## src/hdl/cache_pkg.sv

```systemverilog
/*
 * cache package: widths, request and response messages, memory messages,
 * controller states and the control bundle shared by the cache blocks
 */
`default_nettype none

package cache_pkg;

  // widths with a meaning
  typedef logic [31:0]  addr_t;
  typedef logic [31:0]  word_t;
  typedef logic [127:0] line_t;
  // line address doubles as the stored tag
  typedef logic [27:0]  line_addr_t;
  typedef logic [1:0]   word_off_t;

  typedef enum logic [1:0] {
    req_read  = 2'd0,
    req_write = 2'd1,
    req_init  = 2'd2
  } req_type_e;

  typedef enum logic {
    mem_read  = 1'b0,
    mem_write = 1'b1
  } mem_type_e;

  // ---------------------------------------------------------------------
  // stream messages
  // ---------------------------------------------------------------------

  typedef struct packed {
    req_type_e typ;
    addr_t     addr;
    word_t     data;
  } cache_req_t;

  // data is zero for write and init
  typedef struct packed {
    req_type_e typ;
    word_t     data;
  } cache_resp_t;

  typedef struct packed {
    mem_type_e  typ;
    line_addr_t addr;
    line_t      data;
  } mem_req_t;

  typedef struct packed {
    mem_type_e typ;
    line_t     data;
  } mem_resp_t;

  typedef enum logic [3:0] {
    st_idle          = 4'd0,
    st_tag_check     = 4'd1,
    st_init_wr       = 4'd2,
    st_hit_wr_sent   = 4'd3,
    st_hit_wr_wait   = 4'd4,
    st_resp_wait     = 4'd5,
    st_refill_req    = 4'd6,
    st_refill_wait   = 4'd7,
    st_refill_update = 4'd8,
    st_evict_prep    = 4'd9,
    st_evict_req     = 4'd10,
    st_evict_wait    = 4'd11,
    st_miss_rd       = 4'd12,
    st_miss_wr       = 4'd13
  } ctrl_state_e;

  // controller to metadata and datapath
  typedef struct packed {
    logic tag_we;
    logic data_we;
    logic dirty_we;
    logic dirty_val;
    logic use_we;
    logic tc_en;
    logic req_en;
    logic refill_en;
    logic evict_en;
    // 1: live request address, 0: request register
    logic idx_sel;
    // 1: refill line, 0: selected way's line
    logic wdata_sel;
    // 1: evict address (write), 0: request line (read)
    logic maddr_sel;
    logic rd_en;
    // 1: word straight from the array, 0: read word register
    logic rd_byp;
  } way_ctrl_t;

endpackage

`default_nettype wire

```

## src/hdl/cache_meta.sv

```systemverilog
/*
 * cache metadata: valid, dirty and use bits per set,
 * hit detection and the way choice for hit, evict and refill
 */
`timescale 1ns/1ps
`default_nettype none

module cache_meta
  import cache_pkg::*;
#(
  parameter int p_num_sets = 256
) (
  input  wire logic                          clk,
  input  wire logic                          reset,
  input  wire logic [$clog2(p_num_sets)-1:0] idx,
  input  wire logic                          tag_match0,
  input  wire logic                          tag_match1,
  input  wire req_type_e                     req_type,
  input  wire ctrl_state_e                   state,
  input  wire way_ctrl_t                     ctl,
  output logic                               hit,
  output logic                               victim_dirty,
  output logic                               way_sel
);

  logic [1:0][p_num_sets-1:0] valid_bits;
  logic [1:0][p_num_sets-1:0] dirty_bits;
  // last way used per set
  logic [p_num_sets-1:0]      use_bits;
  logic                       hit0;
  logic                       hit1;
  logic                       way_tc;
  logic                       way_reg;

  // ---------------------------------------------------------------------
  // hit and way choice
  // ---------------------------------------------------------------------

  assign hit0 = valid_bits[0][idx] && tag_match0;
  assign hit1 = valid_bits[1][idx] && tag_match1;
  assign hit  = hit0 || hit1;

  always_comb begin
    if (req_type == req_init) way_tc = 1'b0;
    else if (hit0)            way_tc = 1'b0;
    else if (hit1)            way_tc = 1'b1;
    // miss replaces the way not used last
    else                      way_tc = ~use_bits[idx];
  end

  // keep the choice for the evict, refill and response states
  always_ff @(posedge clk) begin
    if (ctl.tc_en) begin
      way_reg <= way_tc;
    end
  end

  assign way_sel      = (state == st_tag_check) ? way_tc : way_reg;
  assign victim_dirty = dirty_bits[way_sel][idx];

  // ---------------------------------------------------------------------
  // state bits
  // ---------------------------------------------------------------------

  always_ff @(posedge clk) begin
    if (reset) begin
      valid_bits <= '0;
      dirty_bits <= '0;
      use_bits   <= '1;
    end else begin
      // a tag write always brings a line in
      if (ctl.tag_we) begin
        valid_bits[way_sel][idx] <= 1'b1;
      end
      if (ctl.dirty_we) begin
        dirty_bits[way_sel][idx] <= ctl.dirty_val;
      end
      if (ctl.use_we) begin
        use_bits[idx] <= way_sel;
      end
    end
  end

  // a line lives in one way only
  a_one_way_hit: assert property (@(posedge clk) disable iff (reset)
    (state == st_tag_check) |-> !(hit0 && hit1));

endmodule

`default_nettype wire

```

## config.mk

```make
export PLATFORM = sky130hd
export DESIGN_NAME = cache_meta
export DESIGN_NICKNAME = d
export VERILOG_FILES = /design/src/hdl/cache_pkg.sv /design/src/hdl/cache_meta.sv
export SDC_FILE = /design/constraint.sdc
export NUM_CORES = 2
export LEC_CHECK = 0
export BUFFER_PORTS_ARGS = -buffer_cell sky130_fd_sc_hd__buf_4
export CAP_MARGIN = 40
export CORE_ASPECT_RATIO = 2
export CORE_MARGIN = 2
export CORE_UTILIZATION = 60
export DETAILED_ROUTE_END_ITERATION = 10
export MAX_ROUTING_LAYER = met4
export PLACE_DENSITY = 0.76
export SYNTH_ARGS = -nofsm -noshare
export SYNTH_HDL_FRONTEND = slang
export SYNTH_SLANG_ARGS = --single-unit
```

## constraint.sdc

```tcl
create_clock -name clk -period 10.7 [get_ports clk]
set_clock_uncertainty 0.1 [all_clocks]
set_input_delay 2.675 -clock clk [delete_from_list [all_inputs] [get_ports clk]]
set_output_delay 2.675 -clock clk [all_outputs]
set_load 0.005 [all_outputs]
```

==> metrics <==
status=complete, no violations; fillers=between 6000 and 7000; # rows=156; MaxCap Viol Count=0; Die Span X=between 200 and 250 um; WP data arrival=7840 ps; CP Capture Type=output port; final core occ=about two thirds; Final HPWL DP=104000 um; mux share of post-synthesis cell area=15.0%; Lkg Pwr=approximately 20 nW; final wirelength=167000 um; Syn. warnings=0; gr usage total=36.1%; vias in the first global route=between 40000 and 50000; Seq/Total Area, Yosys=between 40 and 50%; xor/xnor share of the synthesized area=0%; Primary FF master, synth=dfxtp_1; share of post-route cells with drive strength above 1=between 10% and 20%; asr flop ratio synth=0%; initial antenna violation count=0; cts bufs inserted=104; hold-fix buffers at CTS=0; Post-DP Area=about 56000 sq um; 1st-iter DRT viols=5234; Root Buffer=clkbuf_16; area delta synth->final=9.82%; Hold Fails Final Rpt=0; synthesized area per cell=10.1 sq um; first-pass GRT wire length=around 260000 um; largest net degree at the start of global routing=275; Post-synth EDFFs=1; clock sinks=1281; Tmin final=10610 ps; CTS H-Tree Depth=3; Core ar.=90400 sq um; total iterations of the first detailed-routing run=6; post-synthesis compound-gate area fraction=26.9%; worst slew pin tran=~1300 ps; Die Span Y=431 um; Post-Synthesis Cells=roughly 5400; GPL Wtd Cong=0.926; vias per inst=around 6.9; Net Count, Synth=5451; post-synthesis adder-cell area fraction=0%; diode count=0; port bufs=25; WL per Instance=25.7 um; IO Count=35; post-synthesis simple-gate area fraction=under 10%; final setup margin=85.3 ps; Setup WS pre-CTS=-341 ps; design area=~60000 sq um; DR vias=45000; largest family of logic cells by synthesized area=compound AO/OA/AOI/OAI gates; Reg clk slew, reported paths=70 ps; critical path type=input pin to output port; # DRC=0; max-slew violations=0; worst hold path type=flip-flop to flip-flop; post-synth cell types=67; Skew-Pair Late Insertion Delay=approximately 730 ps; Max-slew headroom=11.9%; setup total negative slack=0 ps; cell area after synthesis=54600 sq um; Final setup viols=0; Max Freq=94.2 MHz; Final ANT Viol Nets=0; nets@finish=approximately 5300; Required @ worst endpoint=slightly below 8000 ps; Die ar.=~94000 sq um; crit-path max FO=36; crit start category=input pin; CTS tree=yes; initial core utilization=60.5%; Peak VDD IR=about 150 uV; Overflow after GRT=0; Clock Tree Buf Depth=3; post-synthesis register bit count=between 1000 and 1500; PwrDens=159 nW/um^2; biggest regs=dirty_bits x512, valid_bits x512, use_bits x256; period utilization=99.2%
[cells by family after synthesis]
group	Yosys count
multiplexers	443
AND/OR/NAND/NOR	920
buffers and inverters	555
flip-flops	1281
AO/OA/AOI/OAI	2220
[stage by stage]
step,total power [W],hold slack [ps],cells
after global placement,0.00559,342,6290
after floorplan,0.00534,331,5419
after detailed placement,0.00560,350,6302
final,0.00954,364,6500
after CTS,0.00953,366,6490
after global routing,0.00976,385,6500
[cell usage in the layout, fill, tap and decap left out, types with 5 or more instances in the layout]
cell and n:
a211oi_1 519, a221oi_1 11, dfxtp_1 1280, a21boi_0 256, nand3_1 7, nand2_1 49
clkinv_2 28, a311o_1 257, buf_16 7, nand2_2 8, mux2i_1 124, a22oi_1 28
o22ai_1 26, buf_4 196, mux4_2 301, clkbuf_16 108, nand2b_1 6, bufinv_16 10
mux2_2 16, clkbuf_8 21, buf_6 6, o211ai_1 6, buf_12 40, o21ai_0 19
and2_1 5, inv_1 8, clkinvlp_4 5, a21oi_1 1047, nor3_1 12, nor2b_1 15
clkbuf_1 10, nor2_1 794, o221ai_1 6
[critical path, stage by stage]
cell and delay (ps):
buf_8 300, buf_12 220, buf_4 210, nor2b_1 70
buf_4 160, a22oi_1 170, a21oi_1 90, buf_4 160
nor4_1 580, a2111oi_0 140, a311oi_1 340, buf_4 210
o211ai_4 120, nand2_8 130, buf_4 160, buf_12 230
buf_4 240, mux2i_1 110, o221ai_1 180, nor2_1 90
nor3_1 170, a31o_2 230, a31oi_2 140, a2111oi_2 360
buf_4 170, buf_4 100
[metal layers]
layer	routed length [um]	track usage [%]	share of wire (%)	up-vias
met3	13000	6.13	7.8	614
met4	12800	23.6	7.6	0
met1	59800	41.1	36	22000
met5	0	-	0	-
li1	-	-	-	20100
met2	81400	58.5	49	2204
[cell type report]
cell class / count / area [sq um] / share of cell area, %
flip-flops and latches: 1281 / 25700 / 42.8
multi-input cells: 3583 / 26700 / 44.5
clock buffers: 138 / 3000 / 5.01
inverters: 9 / 33.8 / 0.0563
repair buffers: 254 / 2620 / 4.36
clock inverters: 50 / 539 / 0.899
well taps: 1185 / 1480 / 2.47
[what timing repair did]
action,CTS,global route
resized for setup,6,10
setup endpoints to repair,1,1
pin swaps,0,2
setup buffers,0,8
hold endpoints to repair,0,0
cloned,0,1
[worst paths after layout]
path | slack, ps | start | cells past startpoint | end
max | 90 | idx[1] | 26 | victim_dirty
min | 360 | valid_bits[54]$_SDFFE_PP0P_ | 2 | valid_bits[54]$_SDFFE_PP0P_
max reg2reg | 5310 | valid_bits[462]$_SDFFE_PP0P_ | 16 | dirty_bits[98]$_SDFFE_PP0P_
min reg2reg | 360 | valid_bits[54]$_SDFFE_PP0P_ | 2 | valid_bits[54]$_SDFFE_PP0P_
[power by group]
| part | total, W | internal [W] | switching (W) |
|---|---|---|---|
| combinational | 0.000745 | 0.000199 | 0.000547 |
| sequential | 0.00478 | 0.00477 | 0.00000383 |
| clock | 0.00402 | 0.00222 | 0.00180 |
| total | 0.00954 | 0.00719 | 0.00235 |
[synthesized netlist by cell type (3+ instances only)]
cell type,number,area share (%)
inv_1,8,0.055
mux2i_1,125,2.3
nand2_1,57,0.39
o211ai_1,6,0.082
a31o_2,3,0.048
buf_4,16,0.22
o22a_1,3,0.048
o221ai_1,6,0.096
nand3_1,7,0.064
buf_8,5,0.14
o21ai_0,19,0.17
a211o_1,4,0.064
a221oi_1,11,0.18
a311oi_1,3,0.048
a21oi_1,1049,9.6
nand2b_1,6,0.069
o22ai_1,27,0.31
a31oi_1,5,0.057
and2_1,6,0.069
nor2_1,796,5.5
buf_2,76,0.70
nor3_1,12,0.11
a21boi_0,256,3.5
or3_1,3,0.034
nor2b_1,15,0.17
a22oi_1,28,0.38
clkbuf_1,404,2.8
a211oi_1,520,7.1
mux2_2,16,0.33
nor4_1,4,0.046
o21a_1,3,0.041
buf_6,13,0.27
a311o_1,257,4.7
dfxtp_1,1280,47
buf_1,30,0.21
mux4_2,301,12
(Power assumes the default switching activity.)
