--- src/hdl/cache_pkg.sv ---
/*
 * cache package: widths, request and response messages, memory messages,
 * controller states and the control bundle shared by the cache blocks
 */
`default_nettype none

package cache_pkg;

  // widths with a meaning
  typedef logic [31:0]  addr_t;
  typedef logic [31:0]  word_t;
  typedef logic [127:0] line_t;
  // line address doubles as the stored tag
  typedef logic [27:0]  line_addr_t;
  typedef logic [1:0]   word_off_t;

  typedef enum logic [1:0] {
    req_read  = 2'd0,
    req_write = 2'd1,
    req_init  = 2'd2
  } req_type_e;

  typedef enum logic {
    mem_read  = 1'b0,
    mem_write = 1'b1
  } mem_type_e;

  // ---------------------------------------------------------------------
  // stream messages
  // ---------------------------------------------------------------------

  typedef struct packed {
    req_type_e typ;
    addr_t     addr;
    word_t     data;
  } cache_req_t;

  // data is zero for write and init
  typedef struct packed {
    req_type_e typ;
    word_t     data;
  } cache_resp_t;

  typedef struct packed {
    mem_type_e  typ;
    line_addr_t addr;
    line_t      data;
  } mem_req_t;

  typedef struct packed {
    mem_type_e typ;
    line_t     data;
  } mem_resp_t;

  typedef enum logic [3:0] {
    st_idle          = 4'd0,
    st_tag_check     = 4'd1,
    st_init_wr       = 4'd2,
    st_hit_wr_sent   = 4'd3,
    st_hit_wr_wait   = 4'd4,
    st_resp_wait     = 4'd5,
    st_refill_req    = 4'd6,
    st_refill_wait   = 4'd7,
    st_refill_update = 4'd8,
    st_evict_prep    = 4'd9,
    st_evict_req     = 4'd10,
    st_evict_wait    = 4'd11,
    st_miss_rd       = 4'd12,
    st_miss_wr       = 4'd13
  } ctrl_state_e;

  // controller to metadata and datapath
  typedef struct packed {
    logic tag_we;
    logic data_we;
    logic dirty_we;
    logic dirty_val;
    logic use_we;
    logic tc_en;
    logic req_en;
    logic refill_en;
    logic evict_en;
    // 1: live request address, 0: request register
    logic idx_sel;
    // 1: refill line, 0: selected way's line
    logic wdata_sel;
    // 1: evict address (write), 0: request line (read)
    logic maddr_sel;
    logic rd_en;
    // 1: word straight from the array, 0: read word register
    logic rd_byp;
  } way_ctrl_t;

endpackage

`default_nettype wire

--- src/hdl/cache_ctrl.sv ---
/*
 * cache controller: FSM sequencing tag check, hits, evict and refill,
 * and the per-state control decode for metadata and datapath
 */
`timescale 1ns/1ps
`default_nettype none

module cache_ctrl
  import cache_pkg::*;
(
  input  wire logic        clk,
  input  wire logic        reset,
  input  wire logic        req_val,
  input  wire logic        resp_rdy,
  input  wire logic        mem_req_rdy,
  input  wire logic        mem_resp_val,
  input  wire req_type_e   req_type,
  input  wire logic        hit,
  input  wire logic        victim_dirty,
  output logic             req_rdy,
  output logic             resp_val,
  output logic             mem_req_val,
  output logic             mem_resp_rdy,
  output way_ctrl_t        ctl,
  output ctrl_state_e      state
);

  ctrl_state_e state_next;
  logic        is_read;
  logic        is_write;
  logic        is_init;

  assign is_read  = (req_type == req_read);
  assign is_write = (req_type == req_write);
  assign is_init  = (req_type == req_init);

  // ---------------------------------------------------------------------
  // state register and transitions
  // ---------------------------------------------------------------------

  always_ff @(posedge clk) begin
    if (reset) begin
      state <= st_idle;
    end else begin
      state <= state_next;
    end
  end

  always_comb begin
    state_next = state;
    case (state)
      st_idle:
        if (req_val) state_next = st_tag_check;
      st_tag_check: begin
        if (is_init) begin
          state_next = st_init_wr;
        end else if (hit && is_read) begin
          // read hit may chain straight into the next tag check
          if (resp_rdy && req_val) state_next = st_tag_check;
          else if (resp_rdy)       state_next = st_idle;
          else                     state_next = st_resp_wait;
        end else if (hit) begin
          state_next = resp_rdy ? st_hit_wr_sent : st_hit_wr_wait;
        end else begin
          state_next = victim_dirty ? st_evict_prep : st_refill_req;
        end
      end
      st_init_wr: begin
        if (resp_rdy && req_val) state_next = st_tag_check;
        else if (resp_rdy)       state_next = st_idle;
        else                     state_next = st_resp_wait;
      end
      st_hit_wr_sent:
        state_next = req_val ? st_tag_check : st_idle;
      st_hit_wr_wait: begin
        if (resp_rdy && req_val) state_next = st_tag_check;
        else if (resp_rdy)       state_next = st_idle;
      end
      st_resp_wait:
        if (resp_rdy) state_next = st_idle;
      st_refill_req:
        if (mem_req_rdy) state_next = st_refill_wait;
      st_refill_wait:
        if (mem_resp_val) state_next = st_refill_update;
      st_refill_update:
        state_next = is_read ? st_miss_rd : st_miss_wr;
      st_evict_prep:
        state_next = st_evict_req;
      st_evict_req:
        if (mem_req_rdy) state_next = st_evict_wait;
      st_evict_wait:
        if (mem_resp_val) state_next = st_refill_req;
      st_miss_rd,
      st_miss_wr:
        state_next = st_resp_wait;
      default:
        state_next = st_idle;
    endcase
  end

  // ---------------------------------------------------------------------
  // per-state control decode
  // ---------------------------------------------------------------------

  always_comb begin
    ctl          = '0;
    req_rdy      = 1'b0;
    mem_req_val  = 1'b0;
    mem_resp_rdy = 1'b0;
    case (state)
      st_idle: begin
        req_rdy     = 1'b1;
        ctl.idx_sel = 1'b1;
      end
      st_tag_check: begin
        ctl.tc_en  = 1'b1;
        ctl.rd_en  = 1'b1;
        ctl.rd_byp = 1'b1;
        if (is_init) begin
          // init always lands in way 0 as a clean line
          ctl.tag_we   = 1'b1;
          ctl.data_we  = 1'b1;
          ctl.dirty_we = 1'b1;
        end else if (hit && is_read) begin
          ctl.use_we = 1'b1;
          req_rdy    = resp_rdy;
        end else if (hit) begin
          ctl.data_we   = 1'b1;
          ctl.dirty_we  = 1'b1;
          ctl.dirty_val = 1'b1;
          ctl.use_we    = 1'b1;
        end
      end
      st_init_wr: begin
        ctl.use_we = 1'b1;
        req_rdy    = resp_rdy;
      end
      st_hit_wr_sent:   req_rdy = 1'b1;
      st_hit_wr_wait:   req_rdy = resp_rdy;
      st_refill_req:    mem_req_val = 1'b1;
      st_refill_wait: begin
        mem_resp_rdy  = 1'b1;
        ctl.refill_en = mem_resp_val;
      end
      st_refill_update: begin
        ctl.tag_we    = 1'b1;
        ctl.data_we   = 1'b1;
        ctl.wdata_sel = 1'b1;
        ctl.dirty_we  = 1'b1;
        ctl.dirty_val = is_write;
      end
      st_evict_prep:    ctl.evict_en = 1'b1;
      st_evict_req: begin
        mem_req_val   = 1'b1;
        ctl.maddr_sel = 1'b1;
      end
      st_evict_wait:    mem_resp_rdy = 1'b1;
      st_miss_rd: begin
        ctl.rd_en  = 1'b1;
        ctl.use_we = 1'b1;
      end
      st_miss_wr:       ctl.use_we = 1'b1;
      default: ;
    endcase
    // register the request only on a real transfer
    ctl.req_en = req_rdy && req_val;
  end

  // response valid from state, hit and type only, never from resp_rdy
  always_comb begin
    resp_val = (state == st_init_wr) || (state == st_hit_wr_wait) ||
               (state == st_resp_wait);
    if (state == st_tag_check && hit && !is_init) resp_val = 1'b1;
  end

  // memory and processor are never served in the same cycle
  a_mem_resp_excl: assert property (@(posedge clk) disable iff (reset)
    !(mem_req_val && resp_val));

  a_state_legal: assert property (@(posedge clk) disable iff (reset)
    state inside {st_idle, st_tag_check, st_init_wr, st_hit_wr_sent,
                  st_hit_wr_wait, st_resp_wait, st_refill_req, st_refill_wait,
                  st_refill_update, st_evict_prep, st_evict_req, st_evict_wait,
                  st_miss_rd, st_miss_wr});

endmodule

`default_nettype wire

--- config.mk ---
export PLATFORM = sky130hd
export DESIGN_NAME = cache_ctrl
export DESIGN_NICKNAME = d
export VERILOG_FILES = /design/src/hdl/cache_pkg.sv /design/src/hdl/cache_ctrl.sv
export SDC_FILE = /design/constraint.sdc
export NUM_CORES = 1
export LEC_CHECK = 0
export BUFFER_PORTS_ARGS = -buffer_cell sky130_fd_sc_hd__buf_2
export CORE_AREA = 4 4 50 52
export CTS_BUF_LIST = sky130_fd_sc_hd__clkbuf_4 sky130_fd_sc_hd__clkbuf_8
export DETAILED_ROUTE_END_ITERATION = 7
export DIE_AREA = 0 0 54 56
export PLACE_DENSITY_LB_ADDON = 0.3
export SKIP_CTS_REPAIR_TIMING = 1
export SLEW_MARGIN = 20
export SYNTH_ARGS = -nofsm -noshare
export SYNTH_HDL_FRONTEND = slang
export SYNTH_SLANG_ARGS = --single-unit
export TNS_END_PERCENT = 10
--- constraint.sdc ---
create_clock -name clk -period 2 [get_ports clk]
set_clock_uncertainty 0.15 [all_clocks]
set_input_delay 0.4 -clock clk [delete_from_list [all_inputs] [get_ports clk]]
set_output_delay 0.4 -clock clk [all_outputs]
set_load 0.03 [all_outputs]
==> metrics.md <==
| Metric | Value |
|---|---|
| Routed length per instance | `13.5 um` |
| Setup-failing EPs final | `1` |
| Worst Hold Class | `in -> reg` |
| Placed cell area | `892 sq um` |
| Die area | `3020 sq um` |
| Die Span Y | `56 um` |
| Avg Cell Area, Syn | `6.50 sq um` |
| Reg power frac | `0.196` |
| Min Tclk post-route | `2030 ps` |
| Sw power | `326 uW` |
| Drt total wl | `2.21 mm` |
| P_int | `324 uW` |
| Peak VDD IR | `0.666 mV` |
| Maxcap violations | `0` |
| Total gr overflow | `0` |
| Async set-reset flop share out of synthesis | `0` |
| CP required | `1450 ps` |
| Max Buffers Root-to-Sink | `2` |
| Largest net degree at the start of global routing | `21` |
| Ports | `32` |
| Register area share after synthesis | `0.113` |
| Power Density | `658 nW/um^2` |
| Initial drt markers | `14` |
| Total power | `651 uW` |
| Final setup margin | `-31.3 ps` |
| Core Rows | `17` |
| CP max stage delay | `210 ps` |
| Leak pwr | `0.415 nW` |
| Final GP Congestion | `0.838` |
| Syn-to-layout area delta | `39.6%` |
| Vias | `890` |
| Htree depth | `1` |
| Post-DP HPWL | `1.59 mm` |
| Critical-path top delay cell | `and3_2` |
| PortBufs | `31` |
| Remaining antenna violation count | `0` |
| Final Cycle Share | `1.02` |
| CP Class | `in -> out` |
| TritonCTS clock tree | `yes` |
| DR pass1 iterations | `4` |
| GRT Util Overall | `0.146` |
| Mapped Nets | `119` |
| Number of global-route vias before repair | `809` |
| Root Driver | `clkbuf_4` |
| Violated checks | `negative setup slack` |
| Relative slew slack | `0.742` |
| Cell Area, Synth | `708 sq um` |
| Register with the most flip-flops | `state` |
| Run status | `finished with violations` |
| Nets | `148` |
| Worst R2R Setup Slack | `140 ps` |
| RSZ-0062 raised after global routing | `yes` |
| Clock transition at path regs | `40 ps` |
| Core footprint | `2110 sq um` |
| Slew Limit Fails | `0` |
| Drt via density | `5.43` |
| CTS Buf Count | `3` |
| Largest register FFs | `4` |
| Netlist cell types | `41` |
| Ant diodes | `0` |
| FMAX | `492 MHz` |
| Regs by FF count | `state: 4 flops` |
| Clk Latency, worst-skew pair | `230 ps` |
| # DRC | `0` |
| Sw Share | `0.502` |
| Synth Warn # | `0` |
| Initial antenna violation count | `0` |
| Clock sink total | `4` |
| Syn Inst Count | `109` |
| Most common flop cell mapped by yosys | `dfxtp_1` |
| CP startpoint kind | `input port` |
| Starting Density | `0.336` |
| CP Data Arrival Time | `1480 ps` |
| Post-Layout Inst Area | `988 sq um` |
| Maximum fanout along the worst path | `6` |
| Comb power frac | `0.651` |
| Share of total power in the clock network | `0.153` |
| Die width | `54 um` |
| Share of cells above drive strength 1 | `0.412` |
| Worst-Margin Slew | `382 ps` |
| Setup WS pre-CTS | `57.9 ps` |
| Number of synthesized register bits | `4` |
| Number of flops mapped to enable cells by yosys | `0` |
| First-pass GRT wire length | `3.51 mm` |
| Crit-path cells | `buf_2, nor2_4, a31oi_4, o21ai_0, and3_2, and2_2, clkbuf_4` |
| Worst setup EP type | `output port` |
| Final-report hold violation count | `0` |
==> synthesized netlist by cell type (2+ instances only) <==
master,number,area share
nor2_1,14,0.074
nand2b_1,9,0.079
a21oi_1,7,0.049
nand2_1,7,0.037
o21ai_0,7,0.049
clkbuf_1,5,0.027
nor2b_1,5,0.044
a31oi_1,4,0.035
buf_2,4,0.028
dfxtp_1,4,0.11
and2_1,3,0.027
and3_1,3,0.027
inv_1,3,0.016
a311o_1,2,0.028
a32oi_1,2,0.025
buf_4,2,0.021
buf_6,2,0.032
o21ai_1,2,0.014
o32ai_1,2,0.025
==> cell usage in the layout (no fill, tap or decap), drive strengths merged, types with 3 or more instances in the layout <==
cell	count
o21ai	9
nand2b	9
a21oi	7
nand2	7
and2	3
and3	4
nor2	14
nor2b	5
buf	35
inv	3
a31oi	4
dfxtp	4
clkbuf	5
==> power by group through the flow <==
stage          sequential, mW  clock (mW)  combinational, mW
3_3_place_gp            0.126           0              0.389
2_1_floorplan           0.117           0              0.312
4_1_cts                 0.124       0.105              0.394
5_1_grt                 0.132       0.114              0.455
6_report                0.127      0.0996              0.424
3_5_place_dp            0.126           0              0.393
==> worst max-delay path, delay by kind of cell <==
family                 cells  cell delay [ps]
buffers and inverters      2              310
AOI/OAI and AO/OA          2              290
and+or+nand+nor            3              480
==> metrics by stage <==
step                cells  hold WS [ps]   util  TNS, ps
floorplan             109           312      -     -318
global placement      161           467  0.424        0
detailed placement    161           480  0.424        0
CTS                   164           230  0.434     -731
global route          164           231  0.469     -148
finish                164           226  0.469    -31.3
==> cell type report <==
class / instances / area (sq um)
Timing Repair Buffer: 37 / 225
Multi-Input combinational cell: 88 / 596
Fill cell: 234 / 1120
Inverter: 4 / 15.0
Sequential cell: 4 / 95.1
Clock buffer: 3 / 22.5
Tap cell: 28 / 35.0
==> layer usage <==
| layer | share of wire | up-vias | wire, um | track usage |
|---|---|---|---|---|
| met4 | 0 | 0 | 0 | 0.0285 |
| met1 | 0.45 | 413 | 989 | 0.198 |
| met3 | 0.062 | 0 | 137 | 0.0322 |
| li1 | - | 451 | - | - |
| met2 | 0.49 | 26 | 1090 | 0.234 |
| met5 | 0 | - | 0 | 0 |
==> cell families (layout without fill, tap and decap cells) <==
family / count (synthesis) / in the layout / synth area share
AO/OA/AOI/OAI: 35 / 35 / 0.334
buffers and inverters: 17 / 44 / 0.129
flip-flops: 4 / 4 / 0.113
AND/OR/NAND/NOR: 53 / 53 / 0.424
==> worst paths after layout <==
check / cells after the start / from / end
setup / recovery: 7 / req_type[1] / ctl[7]
hold reg to reg: 2 / state[0]$_SDFFE_PP0P_ / state[1]$_SDFFE_PP0P_
hold / removal: 2 / reset / state[0]$_SDFFE_PP0P_
setup reg to reg: 5 / state[0]$_SDFFE_PP0P_ / state[3]$_SDFFE_PP0P_
(Power assumes the default switching activity.)
